**src/bpred_fetch_pkg.sv**
```systemverilog
package bpred_fetch_pkg;

   ////////////////////////////////////////////////////////////
   // Fetch-side widths
   ////////////////////////////////////////////////////////////

   // Instruction address
   typedef logic [15:0] pc_t;

   // One bit per fetch slot, set when the slot holds a branch
   typedef logic [3:0] slot_mask_t;

   // Slot number inside a bundle
   typedef logic [1:0] slot_t;

   // Branches in a bundle, 0 to 4
   typedef logic [2:0] branch_count_t;

   ////////////////////////////////////////////////////////////
   // Bundle in, prediction out
   ////////////////////////////////////////////////////////////

   typedef struct packed {
      logic       valid;
      pc_t        pc;           // Pc of slot 0
      slot_mask_t branch_mask;
      logic       loop_start;   // First branch slot forced taken
   } fetch_bundle_t;

   typedef struct packed {
      logic          valid;
      logic          taken;        // Bundle redirects fetch
      slot_t         taken_slot;   // First predicted-taken slot
      branch_count_t branch_count;
   } bpred_result_t;

endpackage

```
**src/bpred_ctr_pkg.sv**
```systemverilog
package bpred_ctr_pkg;

   ////////////////////////////////////////////////////////////
   // Two-bit saturating counter
   ////////////////////////////////////////////////////////////

   // Encoding order matters, the update steps along it
   // Upper bit is the predicted direction
   typedef enum logic [1:0] {
      STRONG_NOT   = 2'b00,
      WEAK_NOT     = 2'b01,
      WEAK_TAKEN   = 2'b10,
      STRONG_TAKEN = 2'b11
   } ctr_state_t;

   ////////////////////////////////////////////////////////////
   // Update from commit or mispredict
   ////////////////////////////////////////////////////////////

   typedef struct packed {
      logic                  valid;
      bpred_fetch_pkg::pc_t  pc;          // The branch's own pc
      bpred_fetch_pkg::slot_t slot;       // Slot the branch was fetched in
      logic                  taken;       // Actual outcome
      logic                  mispredict;  // Two-step move when set
   } bpred_update_t;

endpackage

```
**src/slot_index_decode.sv**
```systemverilog
`timescale 1ns/100ps

module slot_index_decode #(
   parameter int FETCH_WIDTH = 4,
   parameter int INDEX_BITS  = 4
) (
   input  bpred_fetch_pkg::pc_t                    fetch_pc,
   input  bpred_ctr_pkg::bpred_update_t            update,
   output logic [FETCH_WIDTH-1:0][INDEX_BITS-1:0]  rd_index,
   output logic [FETCH_WIDTH-1:0]                  wr_en,
   output logic [INDEX_BITS-1:0]                   wr_index
);

   ////////////////////////////////////////////////////////////
   // Read side
   ////////////////////////////////////////////////////////////

   // Each slot table is indexed by its own instruction address
   for (genvar s = 0; s < FETCH_WIDTH; s++) begin : g_rd

      // Pc of the instruction sitting in slot s
      bpred_fetch_pkg::pc_t slot_pc;

      assign slot_pc = fetch_pc + bpred_fetch_pkg::pc_t'(s);

      // Low bits only, wraps inside the table
      assign rd_index[s] = slot_pc[INDEX_BITS-1:0];

   end

   ////////////////////////////////////////////////////////////
   // Write side
   ////////////////////////////////////////////////////////////

   // One-hot table select from the update's slot number
   for (genvar s = 0; s < FETCH_WIDTH; s++) begin : g_wr

      logic slot_hit;

      assign slot_hit = (update.slot == bpred_fetch_pkg::slot_t'(s));

      // No write without a valid update
      assign wr_en[s] = update.valid && slot_hit;

   end

   // Update carries the branch's own pc, no slot offset needed
   assign wr_index = update.pc[INDEX_BITS-1:0];

endmodule

```
**src/slot_counter_table.sv**
```systemverilog
`timescale 1ns/100ps

module slot_counter_table #(
   parameter int INDEX_BITS = 4
) (
   input  logic                       clk,
   input  logic                       rst_n,
   input  logic [INDEX_BITS-1:0]      rd_index,
   output bpred_ctr_pkg::ctr_state_t  rd_state,
   input  logic                       wr_en,
   input  logic [INDEX_BITS-1:0]      wr_index,
   input  logic                       wr_taken,
   input  logic                       wr_mispredict
);

   localparam int DEPTH = 2 ** INDEX_BITS;

   ////////////////////////////////////////////////////////////
   // Counter step
   ////////////////////////////////////////////////////////////

   // Moves along the enum order by one or two, clamped at the ends
   function automatic bpred_ctr_pkg::ctr_state_t step_ctr(
      input bpred_ctr_pkg::ctr_state_t cur,
      input logic                      taken,
      input logic                      two_step
   );
      logic [2:0] wide;
      logic [2:0] amount;
      wide   = {1'b0, cur};
      amount = two_step ? 3'd2 : 3'd1;
      if (taken) begin
         // Toward STRONG_TAKEN
         wide = wide + amount;
         if (wide > 3'd3) begin
            wide = 3'd3;
         end
      end else begin
         // Toward STRONG_NOT
         wide = (wide >= amount) ? (wide - amount) : 3'd0;
      end
      return bpred_ctr_pkg::ctr_state_t'(wide[1:0]);
   endfunction

   ////////////////////////////////////////////////////////////
   // Storage
   ////////////////////////////////////////////////////////////

   bpred_ctr_pkg::ctr_state_t ctr_mem [DEPTH];
   bpred_ctr_pkg::ctr_state_t wr_cur;
   bpred_ctr_pkg::ctr_state_t wr_next;

   // Combinational read, a same-cycle write is not visible yet
   assign rd_state = ctr_mem[rd_index];

   // Read-modify-write of the updated entry
   assign wr_cur  = ctr_mem[wr_index];
   assign wr_next = step_ctr(wr_cur, wr_taken, wr_mispredict);

   // All entries start strongly taken
   always_ff @(posedge clk or negedge rst_n) begin
      if (!rst_n) begin
         for (int i = 0; i < DEPTH; i++) begin
            ctr_mem[i] <= bpred_ctr_pkg::STRONG_TAKEN;
         end
      end else if (wr_en) begin
         ctr_mem[wr_index] <= wr_next;
      end
   end

endmodule

```
**src/taken_slot_select.sv**
```systemverilog
`timescale 1ns/100ps

module taken_slot_select #(
   parameter int FETCH_WIDTH = 4
) (
   input  logic                                          clk,
   input  logic                                          rst_n,
   input  bpred_fetch_pkg::fetch_bundle_t                fetch,
   input  bpred_ctr_pkg::ctr_state_t [FETCH_WIDTH-1:0]   rd_state,
   output bpred_fetch_pkg::bpred_result_t                pred
);

   ////////////////////////////////////////////////////////////
   // Slot scan
   ////////////////////////////////////////////////////////////

   bpred_fetch_pkg::branch_count_t branch_count;
   bpred_fetch_pkg::slot_t         first_slot;
   logic                           found;
   bpred_fetch_pkg::bpred_result_t next_pred;

   // Lowest slot wins; loop_start takes the first branch outright
   always_comb begin
      branch_count = '0;
      first_slot   = '0;
      found        = 1'b0;
      for (int s = 0; s < FETCH_WIDTH; s++) begin
         if (fetch.branch_mask[s]) begin
            branch_count = branch_count + 3'd1;
            // Upper counter bit is the taken hint
            if (!found && (fetch.loop_start || rd_state[s][1])) begin
               found      = 1'b1;
               first_slot = bpred_fetch_pkg::slot_t'(s);
            end
         end
      end
   end

   // Slot stays 0 when nothing is taken
   always_comb begin
      next_pred              = '0;
      next_pred.valid        = 1'b1;
      next_pred.taken        = found;
      next_pred.taken_slot   = first_slot;
      next_pred.branch_count = branch_count;
   end

   ////////////////////////////////////////////////////////////
   // Output register, one cycle after the bundle
   ////////////////////////////////////////////////////////////

   always_ff @(posedge clk or negedge rst_n) begin
      if (!rst_n) begin
         pred <= '0;
      end else begin
         // Idle cycles read back as all zeros
         pred <= fetch.valid ? next_pred : '0;
      end
   end

endmodule

```
**src/branch_predictor.sv**
```systemverilog
`timescale 1ns/100ps

module branch_predictor #(
   parameter int FETCH_WIDTH = 4,
   parameter int INDEX_BITS  = 4
) (
   input  logic                            clk,
   input  logic                            rst_n,
   input  bpred_fetch_pkg::fetch_bundle_t  fetch,
   input  bpred_ctr_pkg::bpred_update_t    update,
   output bpred_fetch_pkg::bpred_result_t  pred
);

   // Decoder to tables
   logic [FETCH_WIDTH-1:0][INDEX_BITS-1:0] rd_index;
   logic [FETCH_WIDTH-1:0]                 wr_en;
   logic [INDEX_BITS-1:0]                  wr_index;

   // Tables to selector
   bpred_ctr_pkg::ctr_state_t [FETCH_WIDTH-1:0] rd_state;

   ////////////////////////////////////////////////////////////
   // Index and write-enable decode
   ////////////////////////////////////////////////////////////

   slot_index_decode #(
      .FETCH_WIDTH (FETCH_WIDTH),
      .INDEX_BITS  (INDEX_BITS)
   ) u_decode (
      .fetch_pc (fetch.pc),
      .update   (update),
      .rd_index (rd_index),
      .wr_en    (wr_en),
      .wr_index (wr_index)
   );

   ////////////////////////////////////////////////////////////
   // One counter table per slot position
   ////////////////////////////////////////////////////////////

   for (genvar s = 0; s < FETCH_WIDTH; s++) begin : g_slot
      slot_counter_table #(
         .INDEX_BITS (INDEX_BITS)
      ) u_table (
         .clk           (clk),
         .rst_n         (rst_n),
         .rd_index      (rd_index[s]),
         .rd_state      (rd_state[s]),
         .wr_en         (wr_en[s]),
         .wr_index      (wr_index),
         .wr_taken      (update.taken),
         .wr_mispredict (update.mispredict)
      );
   end

   // First taken slot, branch count, registered result
   taken_slot_select #(
      .FETCH_WIDTH (FETCH_WIDTH)
   ) u_select (
      .clk      (clk),
      .rst_n    (rst_n),
      .fetch    (fetch),
      .rd_state (rd_state),
      .pred     (pred)
   );

endmodule

```
**config.mk**
```make
export PLATFORM = sky130hd
export DESIGN_NAME = branch_predictor
export DESIGN_NICKNAME = d
export VERILOG_FILES = /design/src/bpred_fetch_pkg.sv /design/src/bpred_ctr_pkg.sv /design/src/slot_index_decode.sv /design/src/slot_counter_table.sv /design/src/taken_slot_select.sv /design/src/branch_predictor.sv
export SDC_FILE = /design/constraint.sdc
export NUM_CORES = 1
export LEC_CHECK = 0
export ABC_AREA = 0
export BUFFER_PORTS_ARGS = -buffer_cell sky130_fd_sc_hd__buf_2
export CAP_MARGIN = 10
export CORE_MARGIN = 3
export CORE_UTILIZATION = 30
export DETAILED_ROUTE_END_ITERATION = 16
export SLEW_MARGIN = 20
export SYNTH_ARGS = -nofsm -noshare
export SYNTH_HDL_FRONTEND = slang
export SYNTH_SLANG_ARGS = --single-unit
```
**constraint.sdc**
```tcl
create_clock -name clk -period 4.7 [get_ports clk]
set_input_delay 0.235 -clock clk [delete_from_list [all_inputs] [get_ports clk]]
set_output_delay 0.235 -clock clk [all_outputs]
set_load 0.02 [all_outputs]
```
==> flow_metrics.py, run 1 <==
metrics = {
    "sta": {
        "worst_slew_pin_slew_ns": 1.20,
        "finalCriticalPeriod_ns": 3.43,
        "setup_ws_ns": 1.27,
        "max_freq_ghz": 0.291,
        "fin_crit_sh_pct": 73.0,
        "setup_tns_ns": 0,
        "setup_viol": 0,
        "rsz0062_at_grt": "false",
        "max_slew_margin_pct": 19.2,
        "whs_ns": 0.141,
        "hold_viol_final": 0,
        "final-max-slew-violation-count": 0,
        "finClkSkew_ns": 0.00608,
    },
    "cells_and_area": {
        "final_common_cell": "nand2_1",
        "layout_common_cells": "nand2_1 (145), dfstp_2 (128), nor2_1 (71), mux4_2 (55)",
        "final_area_um2": 8680,
        "stdcell_count": 1063,
        "final_nets": 801,
        "area_growth_pct": 15.4,
        "drive_gt1_share_pct": 35.2,
    },
    "clock_network": {
        "cts-root-buf": "clkbuf_16",
        "clkTransAtPathRegs_ns": 0.06,
        "numCtsBuffers": 17,
        "cts_sinks": 135,
        "cts_resized": 0,
        "clkLatencyLatePin_ns": 0.42,
        "clock_path_buffers": 2,
        "cts_htree_levels": 4,
        "cts_tree": "built",
    },
    "setup_path": {
        "worstRegToRegCells": 10,
        "reg2reg_to": "g_slot[3].u_table.ctr_mem[19]",
        "critPathKind": "input pin to register",
        "worst_setup_path_start_kind": "input pin",
        "slowest_stage": "buf_2",
        "r2r_setup_slack_ns": 1.85,
        "cp_max_fo": 27,
        "cp-end-kind": "register",
        "worstPathArrival_ns": 3.78,
        "rr_startpoint": "g_slot[3].u_table.ctr_mem[24]",
        "cp_num_buf_inv": 4,
        "cp_top_family": "buffers and inverters",
        "required_ns": 5.05,
        "path_cells": "buf_2, buf_4, mux4_2, mux4_2, inv_1, ha_1, fa_1, a211oi_1, a21oi_1, buf_4, o21ai_1",
        "slowest_delay_ns": 0.73,
    },
    "hold_path": {
        "hp-class": "input pin to register",
        "hp-start": "fetch[2]",
        "hold_end": "u_select.pred[3]",
        "hold_depth": 3,
    },
    "floorplan": {
        "die_width_um": 164,
        "io_pins": 52,
        "core_area_um2": 24500,
        "rows": 57,
        "start_util_pct": 30.7,
        "fp.dieArea_um2": 27000,
        "die_h_um": 164,
    },
    "placement": {
        "place_ws_ns": 0.727,
        "gp_congestion": 0.824,
        "dp_hpwl_um": 13100,
        "portBuffers": 27,
        "postPlaceCellArea_um2": 8010,
        "dp_cells": 1028,
    },
    "detailed_routing": {
        "drtIter0Drc": 424,
        "firstDrtPassIters": 4,
        "num_vias": 5317,
        "drt-total-wl_um": 19000,
        "drc": 0,
        "wl_per_cell_um": 17.9,
        "via_per_inst": 5.00,
        "ant_nets": 0,
    },
    "synth": {
        "synth.avg_cell_area_um2": 10.8,
        "synth.cell_area_um2": 7520,
        "synth_area_leaders": "dfstp_2 (45%), mux4_2 (16%), nand2_1 (7.2%)",
        "yosys.area.top_type": "dfstp_2",
        "yosysSeqAreaShare_pct": 47.1,
        "synthArstFlopShare_pct": 100,
        "ys_types": 47,
        "synth_seq_cells": 135,
        "synth_top_area_share_pct": 44.7,
        "ys_warn_count": 0,
        "synth_fp_nets": 772,
        "synthFlopType": "dfstp_2",
        "synth_edf_count": 0,
        "postSynthCellCount": 696,
    },
    "global_routing": {
        "antenna_found_initial": 2,
        "grt_max_degree": 54,
        "grt_use_total_pct": 14.9,
        "overflow": 0,
        "grt_pass1_vias": 5323,
        "grt_pass1_wl_um": 30500,
    },
    "pwr": {
        "irDropWorstVdd_mv": 0.231,
        "power_leakage_nw": 3.22,
        "power_density_nw_per_um2": 446,
    },
    "flow_run": {
        "cap_violations": 0,
    },
    "outcome": {
        "outcome": "complete, no violations",
    },
}
-- stage by stage --
stage	power (mW)	utilization, %
after CTS	3.90	35.4
after global routing	4.07	35.5
final	3.87	35.5
after detailed placement	2.44	32.7
after floorplan	2.17	-
after global placement	2.40	32.7
-- worst min-delay path, cell delays in order --
cell,delay [ns]
buf_2,0.13
o21ai_1,0.09
a21boi_1,0.07
-- where the power goes --
group	total, mW	switching (mW)	internal (mW)
clock network	1.45	0.502	0.944
logic	0.802	0.445	0.357
registers	1.62	0.127	1.50
total	3.87	1.07	2.80
-- cell families after synthesis --
logic type	synth area share, %
mux	18.0
fa+ha+maj	5.96
buf+inv	3.06
flops	47.1
simple gates	14.2
xor+xnor	0.932
compound gates	10.8
-- synth_stat cells, types with 2 or more instances --
| cell type | number |
|---|---|
| ha_1 | 23 |
| buf_1 | 2 |
| mux4_2 | 55 |
| inv_1 | 21 |
| or2_1 | 4 |
| nor3b_1 | 2 |
| o21ai_1 | 46 |
| nand3_1 | 7 |
| nand3b_1 | 2 |
| and3_1 | 2 |
| nor2_1 | 71 |
| buf_6 | 3 |
| nor2b_1 | 4 |
| a211oi_1 | 3 |
| dfrtp_1 | 7 |
| and2_1 | 2 |
| and3b_1 | 2 |
| nand2b_1 | 4 |
| buf_2 | 7 |
| mux4_1 | 2 |
| mux2i_4 | 2 |
| mux2i_1 | 2 |
| xor2_1 | 3 |
| fa_1 | 8 |
| o21ai_0 | 47 |
| nor3_1 | 6 |
| xnor2_1 | 5 |
| clkbuf_1 | 18 |
| nand2_1 | 145 |
| a21oi_1 | 47 |
| dfstp_2 | 128 |
-- sequential cells by signal, summed over array words and instances (netlist names) --
register and cells:
g_slot.u_table.ctr_mem 128, u_select.pred 7
-- area by class of cell --
cell class | instances | area (um2)
Timing Repair Buffer | 41 | 248
Inverter | 21 | 78.8
Tap cell | 324 | 405
Antenna cell | 1 | 2.50
Fill cell | 2392 | 15800
Multi-Input combinational cell | 509 | 3770
Clock buffer | 25 | 495
Clock inverter | 7 | 140
Sequential cell | 135 | 3540
-- per-layer routing --
metal | up-vias | wire length [um] | part of all wire [%] | track usage [%]
met3 | 29 | 1160 | 6.1 | 4.09
met5 | - | 7 | 0.037 | 0
li1 | 2523 | - | - | -
met1 | 2619 | 8810 | 46 | 20.7
met2 | 144 | 8650 | 46 | 22.6
met4 | 2 | 350 | 1.8 | 4.61
-- repair_timing --
| item | 4_1_cts | 5_1_grt |
|---|---|---|
| setup buffers | 0 | 0 |
| endpoints found under the setup margin | 0 | 0 |
| hold endpoints to repair | 8 | 0 |
| hold buffers | 2 | 0 |
-- how the worst max path moves through the flow --
stage,from,endpoint,slack [ns],depth (start not counted)
2_1_floorplan,update[5],g_slot[3].u_table.ctr_mem[11],1.54,12
3_3_place_gp,update[4],g_slot[1].u_table.ctr_mem[31],0.82,11
3_5_place_dp,update[4],g_slot[0].u_table.ctr_mem[26],0.73,9
4_1_cts,update[4],g_slot[0].u_table.ctr_mem[26],1.18,9
5_1_grt,update[4],g_slot[1].u_table.ctr_mem[29],0.96,11
6_report,update[4],g_slot[1].u_table.ctr_mem[13],1.27,11
Note: power is estimated with default switching activity, not from simulation.
==> run 2: changes to the inputs <==
==> constraint.sdc (replaced) <==
create_clock -name clk -period 3 [get_ports clk]
set_input_delay 0.15 -clock clk [delete_from_list [all_inputs] [get_ports clk]]
set_output_delay 0.15 -clock clk [all_outputs]
set_load 0.02 [all_outputs]
==> flow_metrics.py, run 2 (synthesis results as in run 1) <==
metrics = {
    "sta": {
        "setup_ws_ns": 0.134,
        "worst_slew_pin_slew_ns": 0.802,
        "rsz0062_at_grt": "false",
        "max_freq_ghz": 0.349,
        "final-max-slew-violation-count": 0,
        "setup_viol": 0,
        "hold_viol_final": 0,
        "finalCriticalPeriod_ns": 2.87,
        "max_slew_margin_pct": 46.3,
        "finClkSkew_ns": 0.00712,
        "fin_crit_sh_pct": 95.5,
    },
    "hold_path": {
        "hp-start": "fetch[2]",
        "hold_end": "u_select.pred[3]",
        "hp-class": "input pin to register",
        "hold_depth": 3,
    },
    "detailed_routing": {
        "drc": 0,
        "firstDrtPassIters": 5,
        "drt-total-wl_um": 19200,
        "wl_per_cell_um": 17.6,
        "num_vias": 5369,
        "via_per_inst": 4.93,
        "ant_nets": 0,
        "drtIter0Drc": 465,
    },
    "clock_network": {
        "cts_sinks": 135,
        "clock_path_buffers": 2,
        "cts_setup_buffers": 0,
        "numCtsBuffers": 17,
        "clkLatencyLatePin_ns": 0.43,
        "clkTransAtPathRegs_ns": 0.06,
        "cts_htree_levels": 4,
        "cts-root-buf": "clkbuf_16",
        "cts_tree": "built",
    },
    "setup_path": {
        "reg2reg_to": "g_slot[3].u_table.ctr_mem[21]",
        "r2r_setup_slack_ns": 0.13,
        "worstRegToRegCells": 11,
        "cp_max_fo": 16,
        "slowest_delay_ns": 0.51,
        "cp_num_buf_inv": 3,
        "worstPathArrival_ns": 3.21,
        "cp-end-kind": "register",
        "crit_start": "g_slot[3].u_table.ctr_mem[0]",
        "cp_top_family": "multiplexers",
        "path_cells": "mux4_2, mux4_2, inv_1, ha_1, inv_1, fa_1, a21oi_1, nor3b_2, a21oi_1, buf_12, o21ai_0",
        "slowest_stage": "mux4_2",
        "rr_startpoint": "g_slot[3].u_table.ctr_mem[0]",
        "worst_setup_path_start_kind": "register",
        "required_ns": 3.34,
        "critPathKind": "register to register",
    },
    "cells_and_area": {
        "largest_reg_flops": 128,
        "top_register": "g_slot.u_table.ctr_mem",
        "final_common_cell": "nand2_1",
        "drive_gt1_share_pct": 37.1,
        "final_nets": 828,
        "area_growth_pct": 19.0,
        "largest_registers": "g_slot.u_table.ctr_mem x128, u_select.pred x7",
        "fillers": 2364,
        "antenna_cells": 0,
        "layout_common_cells": "nand2_1 (145), dfstp_2 (128), nor2_1 (71), mux4_2 (55)",
        "multiInputGateArea_um2": 3750,
        "seqCellArea_um2": 3540,
        "utilization_pct": 36.6,
    },
    "global_routing": {
        "grt_use_met2_pct": 23.4,
        "grt_max_degree": 58,
        "overflow": 0,
        "grt-busiest-layer": "met2",
        "grt_pass1_vias": 5474,
        "met3_usage_pct": 4.29,
        "grt_pass1_wl_um": 31200,
        "antenna_found_initial": 0,
        "grt_use_total_pct": 15.3,
        "met1_usage_pct": 21.4,
    },
    "floorplan": {
        "core_area_um2": 24500,
        "start_util_pct": 30.7,
        "fp.dieArea_um2": 27000,
        "rows": 57,
        "die_h_um": 164,
        "die_width_um": 164,
        "io_pins": 52,
    },
    "pwr": {
        "p_int_mw": 4.41,
        "clkPwrFrac_pct": 36.2,
        "power_leakage_nw": 3.39,
        "comb_power_share_pct": 22.4,
        "seq_power_share_pct": 41.5,
        "power_density_nw_per_um2": 684,
        "irDropWorstVdd_mv": 0.312,
        "switching_share_pct": 27.9,
        "p_switching_mw": 1.71,
    },
    "placement": {
        "place_ws_ns": -0.0957,
        "dp_hpwl_um": 13600,
        "gp_congestion": 0.810,
        "portBuffers": 27,
    },
    "flow_run": {
        "cap_violations": 0,
    },
    "outcome": {
        "outcome": "complete, no violations",
    },
}
-- run 2: power by group through the flow --
| stage | Combinational [mW] | Sequential (mW) | Clock (mW) |
|---|---|---|---|
| CTS | 1.38 | 2.54 | 2.27 |
| global placement | 1.34 | 2.54 | 0 |
| floorplan | 0.906 | 2.49 | 0 |
| finish | 1.37 | 2.54 | 2.21 |
| detailed placement | 1.37 | 2.56 | 0 |
| global route | 1.53 | 2.58 | 2.35 |
-- run 2: repair_timing --
| item | in CTS | in global routing |
|---|---|---|
| endpoints found under the hold margin | 12 | 0 |
| setup endpoints to repair | 0 | 1 |
| hold buffers | 2 | 0 |
| gates resized for setup | 0 | 1 |
-- run 2: worst max-delay path by stage --
stage | to | slack, ns | depth (start not counted)
final | g_slot[3].u_table.ctr_mem[21] | 0.13 | 11
after CTS | g_slot[3].u_table.ctr_mem[21] | 0.13 | 10
after global placement | g_slot[1].u_table.ctr_mem[21] | -0.01 | 11
after floorplan | g_slot[3].u_table.ctr_mem[11] | 0.002 | 11
after global routing | g_slot[2].u_table.ctr_mem[19] | 0.02 | 9
after detailed placement | g_slot[1].u_table.ctr_mem[31] | -0.1 | 11
-- run 2: per-layer routing --
layer | vias up | part of all wire (%)
li1 | 2571 | -
met1 | 2651 | 46
met2 | 129 | 47
met3 | 18 | 6.0
met4 | 0 | 1.2
met5 | - | 0
-- run 2: tightest hold or removal path: cells and delay by family --
family	cells	cell delay (ns)
buf+inv	1	0.13
compound gates	2	0.16
-- run 2: area by class of cell --
cell class / instances / area share, %
clock buffer: 26 / 5.69
tap: 324 / 4.53
clock inverter: 6 / 1.26
timing repair buffer: 68 / 6.15
multi-input combinational: 509 / 42.0
sequential: 135 / 39.5
inverter: 21 / 0.881
-- run 2: per-stage QoR --
stage	power (mW)	hold WS, ns	area, um2	setup TNS [ns]	cells
5_1_grt	6.46	0.0749	8950	0	1089
3_3_place_gp	3.88	0.213	8300	-0.0279	1055
2_1_floorplan	3.40	-0.146	7520	0	696
4_1_cts	6.19	0.0454	8940	0	1089
3_5_place_dp	3.93	0.221	8300	-1.08	1055
6_report	6.12	0.0644	8950	0	1089
==> run 3: changes to the inputs <==
--- a/config.mk
+++ b/config.mk
@@ -11,6 +11,7 @@
 export CORE_MARGIN = 3
 export CORE_UTILIZATION = 30
 export DETAILED_ROUTE_END_ITERATION = 16
+export MAX_ROUTING_LAYER = met4
 export SLEW_MARGIN = 20
 export SYNTH_ARGS = -nofsm -noshare
 export SYNTH_HDL_FRONTEND = slang
==> constraint.sdc (replaced) <==
create_clock -name clk -period 3.66 [get_ports clk]
set_input_delay 0.183 -clock clk [delete_from_list [all_inputs] [get_ports clk]]
set_output_delay 0.183 -clock clk [all_outputs]
set_load 0.02 [all_outputs]
==> flow_metrics.py, run 3 (synthesis results as in run 1) <==
metrics = {
    "floorplan": {
        "core_area_um2": 24500,
        "rows": 57,
        "die_width_um": 164,
        "die_h_um": 164,
        "start_util_pct": 30.7,
        "io_pins": 52,
        "fp.dieArea_um2": 27000,
    },
    "cells_and_area": {
        "final_nets": 816,
        "top_register": "g_slot.u_table.ctr_mem",
        "layout_common_cells": "nand2_1 (145), dfstp_2 (128), nor2_1 (71), mux4_2 (55)",
        "stdcell_count": 1077,
        "largest_reg_flops": 128,
        "largest_registers": "g_slot.u_table.ctr_mem x128, u_select.pred x7",
        "final_common_cell": "nand2_1",
        "area_growth_pct": 17.0,
        "drive_gt1_share_pct": 36.2,
    },
    "sta": {
        "worst_slew_pin_slew_ns": 0.977,
        "setup_viol": 0,
        "setup_tns_ns": 0,
        "setup_ws_ns": 0.811,
        "max_slew_margin_pct": 34.4,
        "finClkSkew_ns": 0.00687,
        "fin_crit_sh_pct": 77.8,
        "max_freq_ghz": 0.351,
        "final-max-slew-violation-count": 0,
        "whs_ns": 0.0990,
        "rsz0062_at_grt": "false",
        "finalCriticalPeriod_ns": 2.85,
        "hold_viol_final": 0,
    },
    "pwr": {
        "power_density_nw_per_um2": 551,
        "irDropWorstVdd_mv": 0.243,
        "power_leakage_nw": 3.29,
    },
    "detailed_routing": {
        "ant_nets": 0,
        "via_per_inst": 4.97,
        "drtIter0Drc": 462,
        "firstDrtPassIters": 5,
        "drt-total-wl_um": 19200,
        "wl_per_cell_um": 17.8,
        "drc": 0,
        "num_vias": 5348,
    },
    "global_routing": {
        "grt_pass1_wl_um": 30600,
        "met1_usage_pct": 20.9,
        "overflow": 0,
        "met3_usage_pct": 4.26,
        "grt_pass1_vias": 5345,
        "grt-busiest-layer": "met2",
        "grt_max_degree": 79,
        "grt_use_total_pct": 15.5,
        "grt_use_met2_pct": 22.7,
        "antenna_found_initial": 2,
    },
    "setup_path": {
        "required_ns": 3.99,
        "cp-end-kind": "register",
        "slowest_stage": "mux4_2",
        "r2r_setup_slack_ns": 0.81,
        "rr_startpoint": "g_slot[1].u_table.ctr_mem[8]",
        "crit_start": "update[4]",
        "worstRegToRegCells": 9,
        "path_cells": "buf_2, buf_12, mux4_2, mux4_2, inv_1, ha_1, fa_1, a211oi_1, a21oi_1, buf_4, o21ai_0",
        "slowest_delay_ns": 0.53,
        "critPathKind": "input pin to register",
        "cp_max_fo": 16,
        "crit_path_frequent_cell": "mux4_2",
        "worst_setup_path_start_kind": "input pin",
        "worstPathArrival_ns": 3.18,
    },
    "hold_path": {
        "hold_depth": 3,
        "hp-start": "fetch[2]",
        "hp-class": "input pin to register",
    },
    "clock_network": {
        "numCtsBuffers": 17,
        "clkLatencyLatePin_ns": 0.42,
        "clkTransAtPathRegs_ns": 0.06,
        "cts_tree": "built",
        "cts_sinks": 135,
        "cts_resized": 0,
        "cts_htree_levels": 4,
        "clock_path_buffers": 2,
        "cts-root-buf": "clkbuf_16",
        "cts_setup_buffers": 0,
    },
    "placement": {
        "dp_hpwl_um": 13500,
        "portBuffers": 27,
        "place_ws_ns": 0.392,
        "dp_cells": 1042,
        "gp_congestion": 0.843,
    },
    "outcome": {
        "outcome": "complete, no violations",
    },
    "flow_run": {
        "cap_violations": 0,
    },
}
## run 3: cell types whose count changed in the layout (fill, tap and decap cells not counted), sizes merged
| cell | previous run | this run |
|---|---|---|
| diode | 0 | 2 |
| buf | 66 | 54 |
| bufinv | 3 | 2 |
| clkinv | 3 | 1 |
| clkinvlp | 0 | 4 |
| clkbuf | 26 | 23 |
## run 3: area by class of cell
cell class	instances	area, um2
multi-input combinational	509	3760
inverter	21	78.8
clock buffer	23	488
tap	324	405
clock inverter	7	95.1
fill	2408	15700
sequential	135	3540
timing repair buffer	56	430
antenna	2	5.00
## run 3: routing by layer
metal  share of wire [%]  up-vias  routed length, um
met5                   0        -                  0
met4                 2.3        0                434
met3                 5.8       28               1110
met2                  46      146               8900
met1                  46     2608               8740
li1                    -     2566                  -
## run 3: worst max-delay path: cells and delay by family
kind	cells	cell delay (ns)
AOI/OAI and AO/OA	3	0.52
buffers and inverters	4	0.86
adders and majority gates	2	0.59
muxes	2	1.02
## run 3: repair_timing
item | 4_1_cts | 5_1_grt
endpoints found under the hold margin | 8 | 0
hold buffers | 2 | 0
endpoints found under the setup margin | 0 | 0
## run 3: worst paths after layout
kind	endpoint
hold / removal	u_select.pred[3]
setup / recovery	g_slot[1].u_table.ctr_mem[21]
max in group asynchronous	g_slot[2].u_table.ctr_mem[9]
hold reg to reg	g_slot[2].u_table.ctr_mem[24]
setup reg to reg	g_slot[1].u_table.ctr_mem[21]
min in group asynchronous	u_select.pred[4]
## run 3: metrics by stage
step	instance area [um2]	total power, mW	utilization (%)
2_1_floorplan	7520	2.79	-
3_3_place_gp	8160	3.12	33.4
3_5_place_dp	8160	3.16	33.4
4_1_cts	8760	4.89	35.8
5_1_grt	8800	5.12	36.0
6_report	8800	4.84	36.0
## run 3: report_power, final
group | internal (mW) | leakage (nW) | switching (mW) | total, mW
sequential | 1.92 | 1.42 | 0.162 | 2.08
combinational | 0.483 | 1.59 | 0.574 | 1.06
clock | 1.07 | 0.273 | 0.638 | 1.70
total | 3.47 | 3.29 | 1.37 | 4.84
